`src/include/tcu_exc_defs.svh`:
```
// ------------------------------
// Tensor-core exception path sizes
// Lane count, word width and elements per word
// ------------------------------

`ifndef TCU_EXC_DEFS_SVH
`define TCU_EXC_DEFS_SVH

// Number of 32-bit lanes per operand
`define TCU_EXC_LANES 8

// Width of one packed lane word
`define TCU_EXC_WORD_W 32

// Widest packing, four 8-bit elements per word
`define TCU_EXC_ELEMS 4

// ------------------------------
// Elements per word by format
// ------------------------------
`define TCU_EXC_ELEMS_FP16 2
`define TCU_EXC_ELEMS_BF16 2
`define TCU_EXC_ELEMS_FP8 4
`define TCU_EXC_ELEMS_BF8 4

`endif

```
`src/verilog/tcu_exc_pkg.sv`:
```
// ------------------------------
// Tensor-core exception types
// Format codes, element classes and stage records
// ------------------------------

`include "tcu_exc_defs.svh"

package tcu_exc_pkg;

    // Packed element formats, other codes are reserved
    typedef enum logic [2:0] {
        FMT_FP16 = 3'd0,
        FMT_BF16 = 3'd1,
        FMT_FP8  = 3'd2,
        FMT_BF8  = 3'd3
    } tcu_fmt_e;

    // Special-value class of one element
    typedef struct packed {
        logic sign;
        logic is_zero;
        logic is_inf;
        logic is_nan;
    } fedp_class_t;

    // Classes of the A and B elements of one lane
    // Slots past the format's element count stay zero
    typedef struct packed {
        fedp_class_t [`TCU_EXC_ELEMS-1:0] a;
        fedp_class_t [`TCU_EXC_ELEMS-1:0] b;
    } lane_cls_t;

    // ------------------------------
    // Decode to execute
    // ------------------------------
    typedef struct packed {
        logic                            valid;
        tcu_fmt_e                        fmt;
        logic [`TCU_EXC_LANES-1:0]       mask;
        lane_cls_t [`TCU_EXC_LANES-1:0]  lanes;
        fedp_class_t                     c_cls;
    } cls_stage_t;

    // Merged product flags of one lane
    typedef struct packed {
        logic nan;
        logic inf;
        logic sign;
    } prod_flags_t;

    // ------------------------------
    // Execute to result
    // ------------------------------
    typedef struct packed {
        logic                              valid;
        prod_flags_t [`TCU_EXC_LANES-1:0]  lanes;
        fedp_class_t                       c_cls;
    } prod_stage_t;

    // Final exception of A.B+C
    typedef struct packed {
        logic sign;
        logic is_nan;
        logic is_inf;
    } fedp_excep_t;

endpackage

```
`src/verilog/tcu_exc_classify.sv`:
```
// ------------------------------
// Exception path decode stage
// Splits lane words by format, classifies each
// element and C, registers the result
// ------------------------------

`timescale 1ns/10ps

`include "tcu_exc_defs.svh"

module tcu_exc_classify (
    input  logic                                            i_clk,
    input  logic                                            i_rst_n,
    input  logic                                            i_valid,
    input  tcu_exc_pkg::tcu_fmt_e                           i_fmt,
    input  logic [`TCU_EXC_LANES-1:0]                       i_vld_mask,
    input  logic [`TCU_EXC_LANES-1:0][`TCU_EXC_WORD_W-1:0]  i_a,
    input  logic [`TCU_EXC_LANES-1:0][`TCU_EXC_WORD_W-1:0]  i_b,
    input  logic [31:0]                                     i_c,
    output tcu_exc_pkg::cls_stage_t                         o_cls
);

    // Element widths per format
    localparam int FP16_W = `TCU_EXC_WORD_W / `TCU_EXC_ELEMS_FP16;
    localparam int BF16_W = `TCU_EXC_WORD_W / `TCU_EXC_ELEMS_BF16;
    localparam int FP8_W  = `TCU_EXC_WORD_W / `TCU_EXC_ELEMS_FP8;
    localparam int BF8_W  = `TCU_EXC_WORD_W / `TCU_EXC_ELEMS_BF8;

    // ------------------------------
    // Class functions
    // ------------------------------

    // IEEE style: all-ones exponent is inf or NaN
    function automatic tcu_exc_pkg::fedp_class_t ieee_cls(
        input logic sgn,
        input logic exp_ones,
        input logic exp_zero,
        input logic man_zero
    );
        tcu_exc_pkg::fedp_class_t cls;
        cls.sign    = sgn;
        cls.is_nan  = exp_ones & ~man_zero;
        cls.is_inf  = exp_ones & man_zero;
        cls.is_zero = exp_zero & man_zero;
        return cls;
    endfunction

    function automatic tcu_exc_pkg::fedp_class_t cls_fp16(input logic [15:0] v);
        return ieee_cls(v[15], &v[14:10], ~|v[14:10], ~|v[9:0]);
    endfunction

    function automatic tcu_exc_pkg::fedp_class_t cls_bf16(input logic [15:0] v);
        return ieee_cls(v[15], &v[14:7], ~|v[14:7], ~|v[6:0]);
    endfunction

    // E4M3 has no infinity and a single NaN code
    function automatic tcu_exc_pkg::fedp_class_t cls_fp8(input logic [7:0] v);
        tcu_exc_pkg::fedp_class_t cls;
        cls.sign    = v[7];
        cls.is_nan  = &v[6:0];
        cls.is_inf  = 1'b0;
        cls.is_zero = ~|v[6:0];
        return cls;
    endfunction

    function automatic tcu_exc_pkg::fedp_class_t cls_bf8(input logic [7:0] v);
        return ieee_cls(v[7], &v[6:2], ~|v[6:2], ~|v[1:0]);
    endfunction

    function automatic tcu_exc_pkg::fedp_class_t cls_fp32(input logic [31:0] v);
        return ieee_cls(v[31], &v[30:23], ~|v[30:23], ~|v[22:0]);
    endfunction

    // ------------------------------
    // Per-lane split and classify
    // ------------------------------
    tcu_exc_pkg::lane_cls_t [`TCU_EXC_LANES-1:0] lane_d;
    tcu_exc_pkg::cls_stage_t                     cls_d;

    for (genvar l = 0; l < `TCU_EXC_LANES; l++) begin : g_lane
        always_comb begin
            lane_d[l] = '0;
            case (i_fmt)
                tcu_exc_pkg::FMT_FP16: begin
                    for (int j = 0; j < `TCU_EXC_ELEMS_FP16; j++) begin
                        lane_d[l].a[j] = cls_fp16(i_a[l][FP16_W*j +: FP16_W]);
                        lane_d[l].b[j] = cls_fp16(i_b[l][FP16_W*j +: FP16_W]);
                    end
                end
                tcu_exc_pkg::FMT_BF16: begin
                    for (int j = 0; j < `TCU_EXC_ELEMS_BF16; j++) begin
                        lane_d[l].a[j] = cls_bf16(i_a[l][BF16_W*j +: BF16_W]);
                        lane_d[l].b[j] = cls_bf16(i_b[l][BF16_W*j +: BF16_W]);
                    end
                end
                tcu_exc_pkg::FMT_FP8: begin
                    for (int j = 0; j < `TCU_EXC_ELEMS_FP8; j++) begin
                        lane_d[l].a[j] = cls_fp8(i_a[l][FP8_W*j +: FP8_W]);
                        lane_d[l].b[j] = cls_fp8(i_b[l][FP8_W*j +: FP8_W]);
                    end
                end
                tcu_exc_pkg::FMT_BF8: begin
                    for (int j = 0; j < `TCU_EXC_ELEMS_BF8; j++) begin
                        lane_d[l].a[j] = cls_bf8(i_a[l][BF8_W*j +: BF8_W]);
                        lane_d[l].b[j] = cls_bf8(i_b[l][BF8_W*j +: BF8_W]);
                    end
                end
                // Reserved code leaves every slot clear
                default: lane_d[l] = '0;
            endcase
        end
    end

    always_comb begin
        cls_d.valid = i_valid;
        cls_d.fmt   = i_fmt;
        cls_d.mask  = i_vld_mask;
        cls_d.lanes = lane_d;
        cls_d.c_cls = cls_fp32(i_c);
    end

    // Stage register, only valid is cleared
    always_ff @(posedge i_clk) begin
        o_cls <= cls_d;
        if (!i_rst_n) begin
            o_cls.valid <= 1'b0;
        end
    end

endmodule

```
`src/verilog/tcu_exc_products.sv`:
```
// ------------------------------
// Exception path execute stage
// Forms element product flags and merges them
// into one flag set per lane, with masking
// ------------------------------

`timescale 1ns/10ps

`include "tcu_exc_defs.svh"

module tcu_exc_products (
    input  tcu_exc_pkg::cls_stage_t   i_cls,
    output tcu_exc_pkg::prod_stage_t  o_prod
);

    localparam int CNT_W = $clog2(`TCU_EXC_ELEMS + 1);

    // ------------------------------
    // Format decode
    // ------------------------------
    logic [CNT_W-1:0] n_elem;
    logic             fmt_ok;

    always_comb begin
        case (i_cls.fmt)
            tcu_exc_pkg::FMT_FP16: begin
                n_elem = CNT_W'(`TCU_EXC_ELEMS_FP16);
                fmt_ok = 1'b1;
            end
            tcu_exc_pkg::FMT_BF16: begin
                n_elem = CNT_W'(`TCU_EXC_ELEMS_BF16);
                fmt_ok = 1'b1;
            end
            tcu_exc_pkg::FMT_FP8: begin
                n_elem = CNT_W'(`TCU_EXC_ELEMS_FP8);
                fmt_ok = 1'b1;
            end
            tcu_exc_pkg::FMT_BF8: begin
                n_elem = CNT_W'(`TCU_EXC_ELEMS_BF8);
                fmt_ok = 1'b1;
            end
            default: begin
                n_elem = '0;
                fmt_ok = 1'b0;
            end
        endcase
    end

    tcu_exc_pkg::prod_flags_t [`TCU_EXC_LANES-1:0] flags;

    // ------------------------------
    // Per-lane merge
    // ------------------------------
    for (genvar l = 0; l < `TCU_EXC_LANES; l++) begin : g_lane
        tcu_exc_pkg::fedp_class_t [`TCU_EXC_ELEMS-1:0] cls_a;
        tcu_exc_pkg::fedp_class_t [`TCU_EXC_ELEMS-1:0] cls_b;
        logic [`TCU_EXC_ELEMS-1:0] e_use;
        logic [`TCU_EXC_ELEMS-1:0] e_nan;
        logic [`TCU_EXC_ELEMS-1:0] e_inf;
        logic [`TCU_EXC_ELEMS-1:0] e_sgn;
        logic lane_en;
        logic lane_pos;
        logic lane_neg;
        logic lane_nan;

        assign cls_a = i_cls.lanes[l].a;
        assign cls_b = i_cls.lanes[l].b;

        for (genvar j = 0; j < `TCU_EXC_ELEMS; j++) begin : g_elem
            assign e_use[j] = (j < n_elem);
            // NaN input, or inf times zero
            assign e_nan[j] = e_use[j] & (cls_a[j].is_nan | cls_b[j].is_nan
                            | (cls_a[j].is_inf & cls_b[j].is_zero)
                            | (cls_a[j].is_zero & cls_b[j].is_inf));
            assign e_inf[j] = e_use[j] & (cls_a[j].is_inf | cls_b[j].is_inf) & ~e_nan[j];
            assign e_sgn[j] = cls_a[j].sign ^ cls_b[j].sign;
        end

        assign lane_pos = |(e_inf & ~e_sgn);
        assign lane_neg = |(e_inf & e_sgn);

        // Opposite infinities inside the lane sum to NaN
        assign lane_nan = (|e_nan) | (lane_pos & lane_neg);
        assign lane_en  = i_cls.mask[l] & fmt_ok;

        assign flags[l].nan  = lane_en & lane_nan;
        assign flags[l].inf  = lane_en & (lane_pos | lane_neg) & ~lane_nan;
        assign flags[l].sign = lane_en & lane_neg & ~lane_pos;
    end

    always_comb begin
        o_prod.valid = i_cls.valid;
        o_prod.lanes = flags;
        o_prod.c_cls = i_cls.c_cls;
    end

endmodule

```
`src/verilog/tcu_exc_aggregate.sv`:
```
// ------------------------------
// Exception path result stage
// Merges lane flags with C and registers the result
// ------------------------------

`timescale 1ns/10ps

`include "tcu_exc_defs.svh"

module tcu_exc_aggregate (
    input  logic                       i_clk,
    input  logic                       i_rst_n,
    input  tcu_exc_pkg::prod_stage_t   i_prod,
    output logic                       o_valid,
    output tcu_exc_pkg::fedp_excep_t   o_excep
);

    logic [`TCU_EXC_LANES-1:0] lane_nan;
    logic [`TCU_EXC_LANES-1:0] lane_pos;
    logic [`TCU_EXC_LANES-1:0] lane_neg;
    logic                      has_pos;
    logic                      has_neg;
    logic                      res_nan;
    tcu_exc_pkg::fedp_excep_t  excep_d;

    // ------------------------------
    // Split lanes by infinity sign
    // ------------------------------
    for (genvar l = 0; l < `TCU_EXC_LANES; l++) begin : g_lane
        assign lane_nan[l] = i_prod.lanes[l].nan;
        assign lane_pos[l] = i_prod.lanes[l].inf & ~i_prod.lanes[l].sign;
        assign lane_neg[l] = i_prod.lanes[l].inf & i_prod.lanes[l].sign;
    end

    // C joins the sum as one more term
    assign has_pos = (|lane_pos) | (i_prod.c_cls.is_inf & ~i_prod.c_cls.sign);
    assign has_neg = (|lane_neg) | (i_prod.c_cls.is_inf & i_prod.c_cls.sign);

    assign res_nan = (|lane_nan) | i_prod.c_cls.is_nan | (has_pos & has_neg);

    always_comb begin
        excep_d.sign   = has_neg & ~has_pos;
        excep_d.is_nan = res_nan;
        excep_d.is_inf = (has_pos | has_neg) & ~res_nan;
    end

    // ------------------------------
    // Output register
    // ------------------------------
    always_ff @(posedge i_clk) begin
        if (!i_rst_n) begin
            o_valid <= 1'b0;
            o_excep <= '0;
        end else begin
            o_valid <= i_prod.valid;
            // Hold last result between operations
            if (i_prod.valid) begin
                o_excep <= excep_d;
            end
        end
    end

endmodule

```
`src/verilog/tcu_exc_top.sv`:
```
// ------------------------------
// Tensor-core special-value path
// Reports NaN or signed infinity of A.B+C
// in two cycles, one issue per cycle
// ------------------------------

`timescale 1ns/10ps

`include "tcu_exc_defs.svh"

module tcu_exc_top (
    input  logic                                            i_clk,
    input  logic                                            i_rst_n,
    input  logic                                            i_valid,
    input  tcu_exc_pkg::tcu_fmt_e                           i_fmt,
    input  logic [`TCU_EXC_LANES-1:0]                       i_vld_mask,
    input  logic [`TCU_EXC_LANES-1:0][`TCU_EXC_WORD_W-1:0]  i_a,
    input  logic [`TCU_EXC_LANES-1:0][`TCU_EXC_WORD_W-1:0]  i_b,
    input  logic [31:0]                                     i_c,
    output logic                                            o_valid,
    output tcu_exc_pkg::fedp_excep_t                        o_excep
);

    // Stage records
    tcu_exc_pkg::cls_stage_t  cls_s;
    tcu_exc_pkg::prod_stage_t prod_s;

    // ------------------------------
    // Decode, registered
    // ------------------------------
    tcu_exc_classify u_classify (
        .i_clk      (i_clk),
        .i_rst_n    (i_rst_n),
        .i_valid    (i_valid),
        .i_fmt      (i_fmt),
        .i_vld_mask (i_vld_mask),
        .i_a        (i_a),
        .i_b        (i_b),
        .i_c        (i_c),
        .o_cls      (cls_s)
    );

    // Execute, combinational
    tcu_exc_products u_products (
        .i_cls  (cls_s),
        .o_prod (prod_s)
    );

    // ------------------------------
    // Result, registered
    // ------------------------------
    tcu_exc_aggregate u_aggregate (
        .i_clk   (i_clk),
        .i_rst_n (i_rst_n),
        .i_prod  (prod_s),
        .o_valid (o_valid),
        .o_excep (o_excep)
    );

endmodule

```
`config.mk`:
```
export PLATFORM = sky130hd
export DESIGN_NAME = tcu_exc_top
export DESIGN_NICKNAME = d
export VERILOG_FILES = /design/src/verilog/tcu_exc_pkg.sv /design/src/verilog/tcu_exc_classify.sv /design/src/verilog/tcu_exc_products.sv /design/src/verilog/tcu_exc_aggregate.sv /design/src/verilog/tcu_exc_top.sv
export VERILOG_INCLUDE_DIRS = /design/src /design/src/include
export SDC_FILE = /design/constraint.sdc
export NUM_CORES = 1
export LEC_CHECK = 0
export BUFFER_PORTS_ARGS = -buffer_cell sky130_fd_sc_hd__buf_2
export CAP_MARGIN = 5
export CORE_MARGIN = 1.5
export CORE_UTILIZATION = 30
export CTS_CLUSTER_SIZE = 24
export DETAILED_ROUTE_END_ITERATION = 7
export PLACE_DENSITY = 0.5
export SETUP_SLACK_MARGIN = 0.5
export SLEW_MARGIN = 40
export SYNTH_ARGS = -nofsm -noshare
export SYNTH_HDL_FRONTEND = slang
export SYNTH_HIERARCHICAL = 1
export SYNTH_SLANG_ARGS = --single-unit
```
`constraint.sdc`:
```
create_clock -name i_clk -period 5.8 [get_ports i_clk]
set_input_delay 0.29 -clock i_clk [delete_from_list [all_inputs] [get_ports i_clk]]
set_output_delay 0.29 -clock i_clk [all_outputs]
set_load 0.005 [all_outputs]
```
==> flow_summary_export.csv, run 1 <==
group,metric,value,unit
run_status,status,"finished, final reports clean",
critical_path,crit_type,"reg -> reg",
timing,finalMaxSlewViolations,0,
final_layout,utilization,0.440,
yosys,syn_nets,2322,
timing,final-setup-viol-count,0,
global_route,grt-ovfl-total,0,
power_and_ir_drop,powerDensity,230,mW/mm²
clock_network,clockBufferDepth,3,
power_and_ir_drop,p_sw,1.23,mW
timing,fin_worst_skew,0.0304,ns
timing,min_period,3.61,ns
drt,wirelength,64600,µm
drt,route.detailed.drc,0,
die,io-pin-count,562,
timing,fin_crit_sh,0.622,
worst_hold_path,hp-class,"in -> reg",
drt,ant_nets,0,
yosys,netlist_area,0.0142,mm²
job,cap_violations,0,
final_layout,area_growth,44.6,%
clock_network,clk-insertion-delay-late,0.60,ns
critical_path,crit_fanout,23,
drt,avgRoutedWirePerCell,20.7,µm
die,start_util,0.304,
power_and_ir_drop,irDropWorstVdd,218,µV
place,io_buffers,561,
critical_path,slowest_stage,"dfxtp_1",
clock_network,root_buffer,"clkbuf_16",
final_layout,seqCellArea,0.00549,mm²
die,fp.dieH,220,µm
critical_path,arrival,4.15,ns
clock_network,cts_sinks,274,
timing,worstMarginPinSlew,0.827,ns
critical_path,crit_path_end_kind,"flop",
clock_network,cts-resized-gates,0,
yosys,avgSynthCellArea,8.03,µm²
drt,drt-initial-drc-count,984,
yosys,yosys_warnings,6,
global_route,grt_antenna_before_repair,5,
power_and_ir_drop,p_int,3.48,mW
clock_network,cts_tree,"done",
final_layout,nFillCells,4724,
timing,rsz0062_at_grt,"false",
die,die_area,0.0485,mm²
final_layout,drive_above_1_share,0.267,
timing,tns,0,ns
critical_path,cp_data_required_time,6.35,ns
timing,relSlewSlack,0.444,
die,core,0.0466,mm²
drt,avgViaCountPerCell,5.37,
clock_network,cts.clk_slew.worst_paths,0.06,ns
drt,firstDrtPassIters,6,
power_and_ir_drop,swShare,0.262,
die,dieWidth,220,µm
critical_path,critPathLaunchType,"flop",
place,gp_congestion,0.879,
timing,fmax,277,MHz
place,dp.cells,2881,
power_and_ir_drop,seqPwrFrac,0.410,
global_route,grt_max_degree,78,
drt,dr_total_vias,16800,
final_layout,stdcell_count,3122,
yosys,synth_cells,1764,
timing,hold_viol,0,
final_layout,multiInputGateArea,0.00837,mm²
clock_network,cts_buffers,31,
die,row_count,79,
global_route,grt_pass1_wl,94100,µm
critical_path,max_stage_delay,0.68,ns
global_route,grt_usage,0.255,
power_and_ir_drop,p_leak,8.52,nW
power_and_ir_drop,combPwrFrac,0.142,
power_and_ir_drop,clkPwrFrac,0.448,
global_route,grt_pass1_vias,16400,
final_layout,nets,3042,
clock_network,cts_max_level,1,
critical_path,worstPathCellList,"nor2b_4, o21ai_0, o32ai_1, a221oi_1, xor2_1, nor3b_1, inv_1, o22ai_1, nor3_2, o2111ai_1, o211a_1",
place,dp_hpwl,49400,µm
[power groups by stage]
stage               Clock (mW)  Combinational [mW]  Sequential [mW]
floorplan                    0               0.225             1.97
global placement             0               0.573             1.98
detailed placement           0               0.586             1.98
CTS                       2.15               0.664             1.94
global route              2.23               0.725             1.94
finish                    2.11               0.667             1.94
[worst paths after layout]
kind / start / endpoint / slack (ns) / depth (start not counted)
worst min register to register: u_aggregate/o_excep[2] / u_aggregate/o_excep[2] / 0.53 / 2
worst max-delay path: u_classify/o_cls[269] / u_aggregate/o_excep[1] / 2.19 / 11
worst min-delay path: i_b[175] / u_classify/o_cls[167] / 0.003 / 3
worst max register to register: u_classify/o_cls[269] / u_aggregate/o_excep[1] / 2.19 / 11
[critical path, delay by kind of cell, from the launching register on]
kind	cells	cell delay, ns
XOR/XNOR	1	0.19
AO/OA/AOI/OAI	6	1.20
AND/OR/NAND/NOR	3	1.41
flip-flops	1	0.68
buffers and inverters	1	0.09
[metrics by stage]
step / worst slack [ns] / power (mW) / hold WS (ns) / instance area [µm²]
detailed placement: 2.17 / 2.56 / 0.394 / 17600
global placement: 2.32 / 2.55 / 0.397 / 17500
floorplan: 3.28 / 2.20 / 0.318 / 14200
global route: 1.97 / 4.89 / 0.00966 / 20500
CTS: 2.18 / 4.75 / 0.000188 / 20500
finish: 2.19 / 4.72 / 0.00282 / 20500
[final cells by class]
cell class / count / share of cell area
Sequential cell: 274 / 0.268
Tap cell: 607 / 0.0371
Clock inverter: 19 / 0.0126
Timing Repair Buffer: 750 / 0.230
Clock buffer: 39 / 0.0413
Multi-Input combinational cell: 1421 / 0.409
Inverter: 6 / 0.00122
Antenna cell: 6 / 0.000733
[metal layers]
layer	up-vias	wire length [µm]	part of all wire	global-route usage
met4	4	1680	0.026	0.0696
met5	-	26	0.00040	0
met2	707	31100	0.48	0.447
li1	8102	-	-	-
met1	7843	27400	0.42	0.321
met3	119	4420	0.068	0.0436
[registers in the layout, summed over array words and instances, names as in the netlist]
register,flops
u_aggregate/o_excep,3
u_classify/o_cls,270
u_aggregate/o_valid,1
[cell usage in the layout, fill, tap and decap left out, drive strengths merged, types with 28 or more instances in the layout]
cell type / n
xnor2: 28
and2: 34
mux2i: 36
nand2: 213
nor2: 191
nor4: 96
a21oi: 31
dlygate4sd3: 177
and3: 59
clkbuf: 39
nand3: 180
o21ai: 82
buf: 573
nor3: 102
a211oi: 51
dfxtp: 274
[timing repair]
| item | in CTS | in global routing |
|---|---|---|
| hold endpoints to repair | 144 | 0 |
| buffers inserted | 0 | 0 |
| hold buffers | 177 | 0 |
Power figures use the tool's default switching activity.
==> run 2: changes to the inputs <==
- ABC_AREA: not set -> 1
- PLACE_DENSITY: 0.5 -> 0.49
- clock period: 5.8 -> 3.49 ns (I/O delays scaled with it)
==> run 2 against run 1 <==
Register-to-register slack lost 1.3 ns. Die area grew 11%. First-iteration DRC count grew 22%. Via count grew 18%. Hold slack gained 0.020 ns. Clock-buffer cell count grew 10. Clock skew shrank 0.0084 ns. Clock power grew 79%. Setup slack lost 1.4 ns. Critical path type is now in -> reg. Core utilization grew 2.3 points. Area after synthesis grew 11%.
==> flow_summary_export.csv, run 2 <==
group,metric,value,unit
clock_network,clk-insertion-delay-late,0.54,ns
yosys,avgSynthCellArea,6.05,µm²
final_layout,nets,4057,
yosys,yosys_warnings,6,
critical_path,crit_path_end_kind,"flop",
drt,firstDrtPassIters,6,
global_route,grt-ovfl-total,0,
clock_network,cts_setup_buffers,0,
clock_network,cts_tree,"done",
power_and_ir_drop,clkPwrFrac,0.457,
yosys,netlist_area,0.0157,mm²
die,core,0.0515,mm²
drt,drt-initial-drc-count,1197,
critical_path,worstPathCellList,"dlygate4sd3_1, buf_2, nor2_4, buf_4, nand2_2, buf_4, nor2_1, nand3_1, nand3_1, dlygate4sd3_1",
final_layout,drive_above_1_share,0.199,
power_and_ir_drop,swShare,0.254,
job,cap_violations,0,
worst_hold_path,min_from,"i_a[161]",
critical_path,arrival,3.22,ns
critical_path,max_stage_delay,0.57,ns
critical_path,r2r_start,"u_classify/o_cls[269]",
clock_network,cts_sinks,274,
final_layout,multiInputGateArea,0.00863,mm²
power_and_ir_drop,p_sw,2.09,mW
critical_path,slowest_stage,"dlygate4sd3_1",
critical_path,crit_fanout,17,
die,dieWidth,232,µm
yosys,synth_cells,2595,
drt,route.detailed.drc,0,
timing,tns,0,ns
global_route,grt_pass1_vias,19200,
die,fp.dieH,232,µm
timing,fin_crit_sh,0.787,
final_layout,utilization,0.463,
timing,rsz0062_at_grt,"false",
global_route,grt_usage,0.252,
final_layout,largest_register_ffs,270,
global_route,grt_max_degree,74,
critical_path,critPathLaunchType,"input port",
run_status,status,"finished, final reports clean",
timing,relSlewSlack,0.452,
timing,worstMarginPinSlew,0.822,ns
final_layout,top_regs,"u_classify/o_cls (270), u_aggregate/o_excep (3), u_aggregate/o_valid (1)",
die,io-pin-count,562,
drt,avgViaCountPerCell,4.72,
die,row_count,83,
drt,avgRoutedWirePerCell,16.6,µm
drt,wirelength,69800,µm
clock_network,cts_max_level,2,
global_route,grt_pass1_wl,104000,µm
power_and_ir_drop,p_leak,11.5,nW
place,gp_congestion,0.895,
power_and_ir_drop,irDropWorstVdd,268,µV
place,dp_hpwl,54100,µm
clock_network,cts_buffers,35,
clock_network,root_buffer,"clkbuf_16",
power_and_ir_drop,seqPwrFrac,0.390,
critical_path,startpoint,"i_fmt[1]",
final_layout,nFillCells,5422,
drt,ant_nets,0,
power_and_ir_drop,combPwrFrac,0.152,
timing,min_period,2.75,ns
timing,final-setup-viol-count,0,
final_layout,regMostFlops,"u_classify/o_cls",
final_layout,final_cell_mix,"665 x nand2_1, 561 x buf_2, 560 x nor2_1",
die,start_util,0.305,
timing,hold_viol,0,
die,die_area,0.0537,mm²
final_layout,final_common_cell,"nand2_1",
timing,fin_worst_skew,0.0220,ns
timing,holdWs,0.0224,ns
yosys,syn_nets,3153,
worst_hold_path,hp-class,"in -> reg",
critical_path,crit_type,"in -> reg",
drt,dr_total_vias,19900,
clock_network,cts.clk_slew.worst_paths,0.06,ns
place,io_buffers,561,
power_and_ir_drop,powerDensity,345,mW/mm²
timing,finalMaxSlewViolations,0,
timing,fmax,364,MHz
power_and_ir_drop,p_int,6.14,mW
global_route,grt_antenna_before_repair,8,
critical_path,crit_buf_inv,5,
critical_path,cp_data_required_time,3.96,ns
clock_network,clockBufferDepth,3,
final_layout,seqCellArea,0.00549,mm²
critical_path,crit_family,"buffers and inverters",
final_layout,area_growth,52.0,%
## run 2: cell count changes in the layout (fill, tap and decap cells not counted), moves of 47 or more
cell           previous run  this run
nor4_1                   94        19
dlygate4sd3_1           177       344
inv_1                     5       334
nor2_1                  187       560
nand3_1                 180       337
and3_1                   59         0
nand2_1                 212       665
a211oi_1                 47         0
## run 2: routing by layer
layer,vias up,part of all wire,global-route usage
met5,-,0.00030,0
met4,4,0.025,0.0789
met3,101,0.065,0.0332
met2,721,0.45,0.410
met1,8999,0.46,0.344
li1,10000,-,-
## run 2: stage by stage
stage | power (mW) | cell area, µm² | setup WS (ns) | std cells
5_1_grt | 8.60 | 23900 | 0.553 | 4208
4_1_cts | 8.33 | 23800 | 0.561 | 4202
3_5_place_dp | 4.29 | 19200 | 0.918 | 3797
3_3_place_gp | 4.28 | 19200 | 1.04 | 3797
6_report | 8.23 | 23900 | 0.744 | 4210
2_1_floorplan | 3.71 | 15700 | 1.56 | 2595
## run 2: worst register-to-register path, cell delays in order (launching register included)
cell     delay [ns]
dfxtp_1        0.60
inv_2          0.09
nor2_4         0.38
nand2_1        0.10
nor2_1         0.18
nand2_1        0.08
nand2_1        0.09
nor2_1         0.06
nor3_1         0.23
inv_1          0.07
nand2_1        0.06
o21ai_0        0.08
inv_1          0.11
nand2_1        0.06
nor2_1         0.11
nand2_1        0.08
nand3_2        0.07
a21oi_2        0.04
## run 2: timing repair
| item | CTS | global route |
|---|---|---|
| hold buffers | 345 | 0 |
| endpoints found under the setup margin | 0 | 1 |
| resized for setup | 0 | 1 |
| hold endpoints to repair | 215 | 0 |
## run 2: power groups by stage
stage / clock, mW / sequential (mW) / combinational (mW)
floorplan: 0 / 3.27 / 0.437
global placement: 0 / 3.28 / 0.997
detailed placement: 0 / 3.28 / 1.01
CTS: 3.86 / 3.21 / 1.25
global route: 4.01 / 3.22 / 1.38
finish: 3.77 / 3.21 / 1.25
## run 2: layout make-up
type | count | area share
Multi-Input combinational cell | 1928 | 0.362
Timing Repair Buffer | 922 | 0.269
Antenna cell | 8 | 0.000839
Inverter | 338 | 0.0533
Tap cell | 680 | 0.0357
Clock inverter | 11 | 0.00818
Clock buffer | 49 | 0.0419
Sequential cell | 274 | 0.230
## run 2: final timing paths
check / endpoint / slack, ns / depth (start not counted)
setup / recovery: u_classify/o_cls[165] / 0.74 / 10
hold / removal: u_classify/o_cls[180] / 0.02 / 5
setup reg to reg: u_aggregate/o_excep[0] / 0.91 / 17
hold reg to reg: u_aggregate/o_excep[2] / 0.53 / 2
==> run 3: changes to the inputs <==
- PLACE_DENSITY: 0.49 -> 0.51
- clock period: 3.49 -> 2.3 ns (I/O delays scaled with it)
==> run 3 against run 2 <==
The flow now finishes with violations (hold timing). First-iteration DRC count up 16%. Clock skew is 0.012 ns lower. Non-clock buffer count up 309. Clock power is 31% higher. Sequential share of layout area is 2.9 points lower. Sequential power grew 52%. Critical path depth grew 9. Wire length up 7.7%. Setup slack worse by 0.49 ns. Core utilization grew 6.6 points. Critical path type is now reg -> reg. Largest cell class is now non-clock buffers. Largest power group unchanged.
==> flow_summary_export.csv, run 3 (synthesis results as in run 2) <==
group,metric,value,unit
final_layout,seqCellArea,0.00549,mm²
clock_network,cts.clk_slew.worst_paths,0.07,ns
power_and_ir_drop,p_leak,13.2,nW
power_and_ir_drop,p_sw,3.29,mW
global_route,grt_usage,0.261,
timing,relSlewSlack,0.568,
global_route,grt_pass1_wl,111000,µm
final_layout,stdcell_count,4520,
power_and_ir_drop,powerDensity,446,mW/mm²
clock_network,cts_sinks,274,
final_layout,fin_area,0.0273,mm²
place,placed_cell_area,0.0193,mm²
clock_network,root_buffer,"clkbuf_16",
drt,wirelength,75200,µm
clock_network,cts_tree,"done",
run_status,violations,"hold timing",
die,fp.dieH,232,µm
die,io-pin-count,562,
timing,fin_worst_skew,0.00980,ns
power_and_ir_drop,seqPwrFrac,0.400,
critical_path,startpoint,"u_classify/o_cls[270]",
drt,avgViaCountPerCell,4.75,
die,start_util,0.305,
critical_path,crit_buf_inv,4,
critical_path,crit_fanout,7,
place,dp_hpwl,52500,µm
critical_path,crit_family,"simple AND/OR/NAND/NOR gates",
die,die_area,0.0537,mm²
power_and_ir_drop,irDropWorstVdd,509,µV
critical_path,crit_path_end_kind,"flop",
critical_path,r2r_start,"u_classify/o_cls[270]",
final_layout,utilization,0.530,
global_route,grt_max_degree,74,
final_layout,nFillCells,4890,
timing,finalMaxSlewViolations,0,
timing,tns,0,ns
timing,fin_crit_sh,0.889,
final_layout,drive_above_1_share,0.217,
timing,hold_viol,1,
place,gp_congestion,0.977,
power_and_ir_drop,combPwrFrac,0.194,
clock_network,clk-insertion-delay-late,0.56,ns
critical_path,critPathLaunchType,"flop",
drt,ant_nets,0,
drt,dr_total_vias,21500,
job,cap_violations,0,
final_layout,regMostFlops,"u_classify/o_cls",
run_status,status,"finished with violations",
power_and_ir_drop,clkPwrFrac,0.406,
timing,rsz0062_at_grt,"true",
clock_network,cts_max_level,1,
worst_hold_path,min_from,"i_b[22]",
critical_path,worst_path_most_repeated_cell,"nand2_1",
drt,route.detailed.drc,0,
critical_path,max_stage_delay,0.37,ns
critical_path,cp_data_required_time,2.74,ns
die,row_count,83,
final_layout,largest_register_ffs,270,
final_layout,multiInputGateArea,0.00897,mm²
critical_path,slowest_stage,"dfxtp_4",
clock_network,cts_buffers,31,
timing,final-setup-viol-count,0,
final_layout,area_growth,73.8,%
global_route,grt_antenna_before_repair,11,
final_layout,top_regs,"u_classify/o_cls (270), u_aggregate/o_excep (3), u_aggregate/o_valid (1)",
timing,fmax,489,MHz
die,dieWidth,232,µm
critical_path,crit_type,"reg -> reg",
timing,worstMarginPinSlew,0.647,ns
die,core,0.0515,mm²
worst_hold_path,hp-class,"in -> reg",
place,dp.cells,3808,
critical_path,worstPathCellList,"inv_8, clkbuf_16, o21ai_1, nor2_1, nand2_1, nand2_1, inv_1, nand2_2, nand2_2, nand2_1, nor2_2, nand2_1, nand2_2, nor2_2, nand2_2, inv_2, nand2_1, nand3_2, a21oi_2",
power_and_ir_drop,swShare,0.270,
timing,holdWs,-0.0114,ns
final_layout,nets,4362,
critical_path,arrival,2.49,ns
clock_network,clockBufferDepth,3,
drt,firstDrtPassIters,8,
final_layout,final_common_cell,"nand2_1",
global_route,grt-ovfl-total,0,
power_and_ir_drop,p_int,8.89,mW
drt,drt-initial-drc-count,1384,
place,io_buffers,561,
global_route,grt_pass1_vias,21700,
timing,min_period,2.04,ns
final_layout,final_cell_mix,"641 x nand2_1, 589 x dlygate4sd3_1, 561 x buf_2",
drt,avgRoutedWirePerCell,16.6,µm
## run 3: repair_timing
| action | 4_1_cts | 5_1_grt |
|---|---|---|
| endpoints found under the hold margin | 270 | 5 |
| pin swaps | 17 | 53 |
| cloned | 1 | 3 |
| resized for setup | 30 | 135 |
| hold buffers | 628 | 11 |
| setup buffers | 0 | 10 |
| setup endpoints to repair | 3 | 63 |
## run 3: layer usage
layer / track usage / routed length, µm / vias to the layer above
met5: 0 / 0 / -
met4: 0.0940 / 2640 / 0
met3: 0.0276 / 4350 / 194
met2: 0.458 / 35600 / 845
met1: 0.329 / 32600 / 9767
li1: - / - / 10700
## run 3: worst min-delay path: cells and delay by family
family,cells,cell delay [ns]
buf+inv,3,0.20
simple gates,3,0.19
## run 3: area by class of cell
| class | instances | area share |
|---|---|---|
| timing repair buffer | 1231 | 0.353 |
| multi-input combinational | 1928 | 0.329 |
| sequential | 274 | 0.201 |
| inverter | 338 | 0.0468 |
| tap | 680 | 0.0312 |
| clock buffer | 38 | 0.0309 |
| clock inverter | 19 | 0.00670 |
| antenna | 12 | 0.00110 |
## run 3: power groups by stage
stage          registers, mW  clock network [mW]  logic [mW]
6_report                4.87                4.94        2.36
5_1_grt                 4.88                5.26        2.55
4_1_cts                 4.87                5.06        2.23
3_5_place_dp            4.98                   0        1.55
3_3_place_gp            4.98                   0        1.53
2_1_floorplan           4.97                   0       0.663
## run 3: path summary, 6_finish.rpt
kind                                  to  slack, ns  depth (start not counted)
setup / recovery  u_aggregate/o_excep[0]       0.26                         19
hold / removal      u_classify/o_cls[14]      -0.01                          6
setup reg to reg  u_aggregate/o_excep[0]       0.26                         19
hold reg to reg   u_aggregate/o_excep[0]       0.54                          1
## run 3: per-stage QoR
| stage | setup slack, ns | power [mW] |
|---|---|---|
| after floorplan | 0.448 | 5.63 |
| after global placement | 0.135 | 6.50 |
| after global routing | 0.0815 | 12.7 |
| final | 0.256 | 12.2 |
| after detailed placement | 0.110 | 6.53 |
| after CTS | 0.274 | 12.2 |
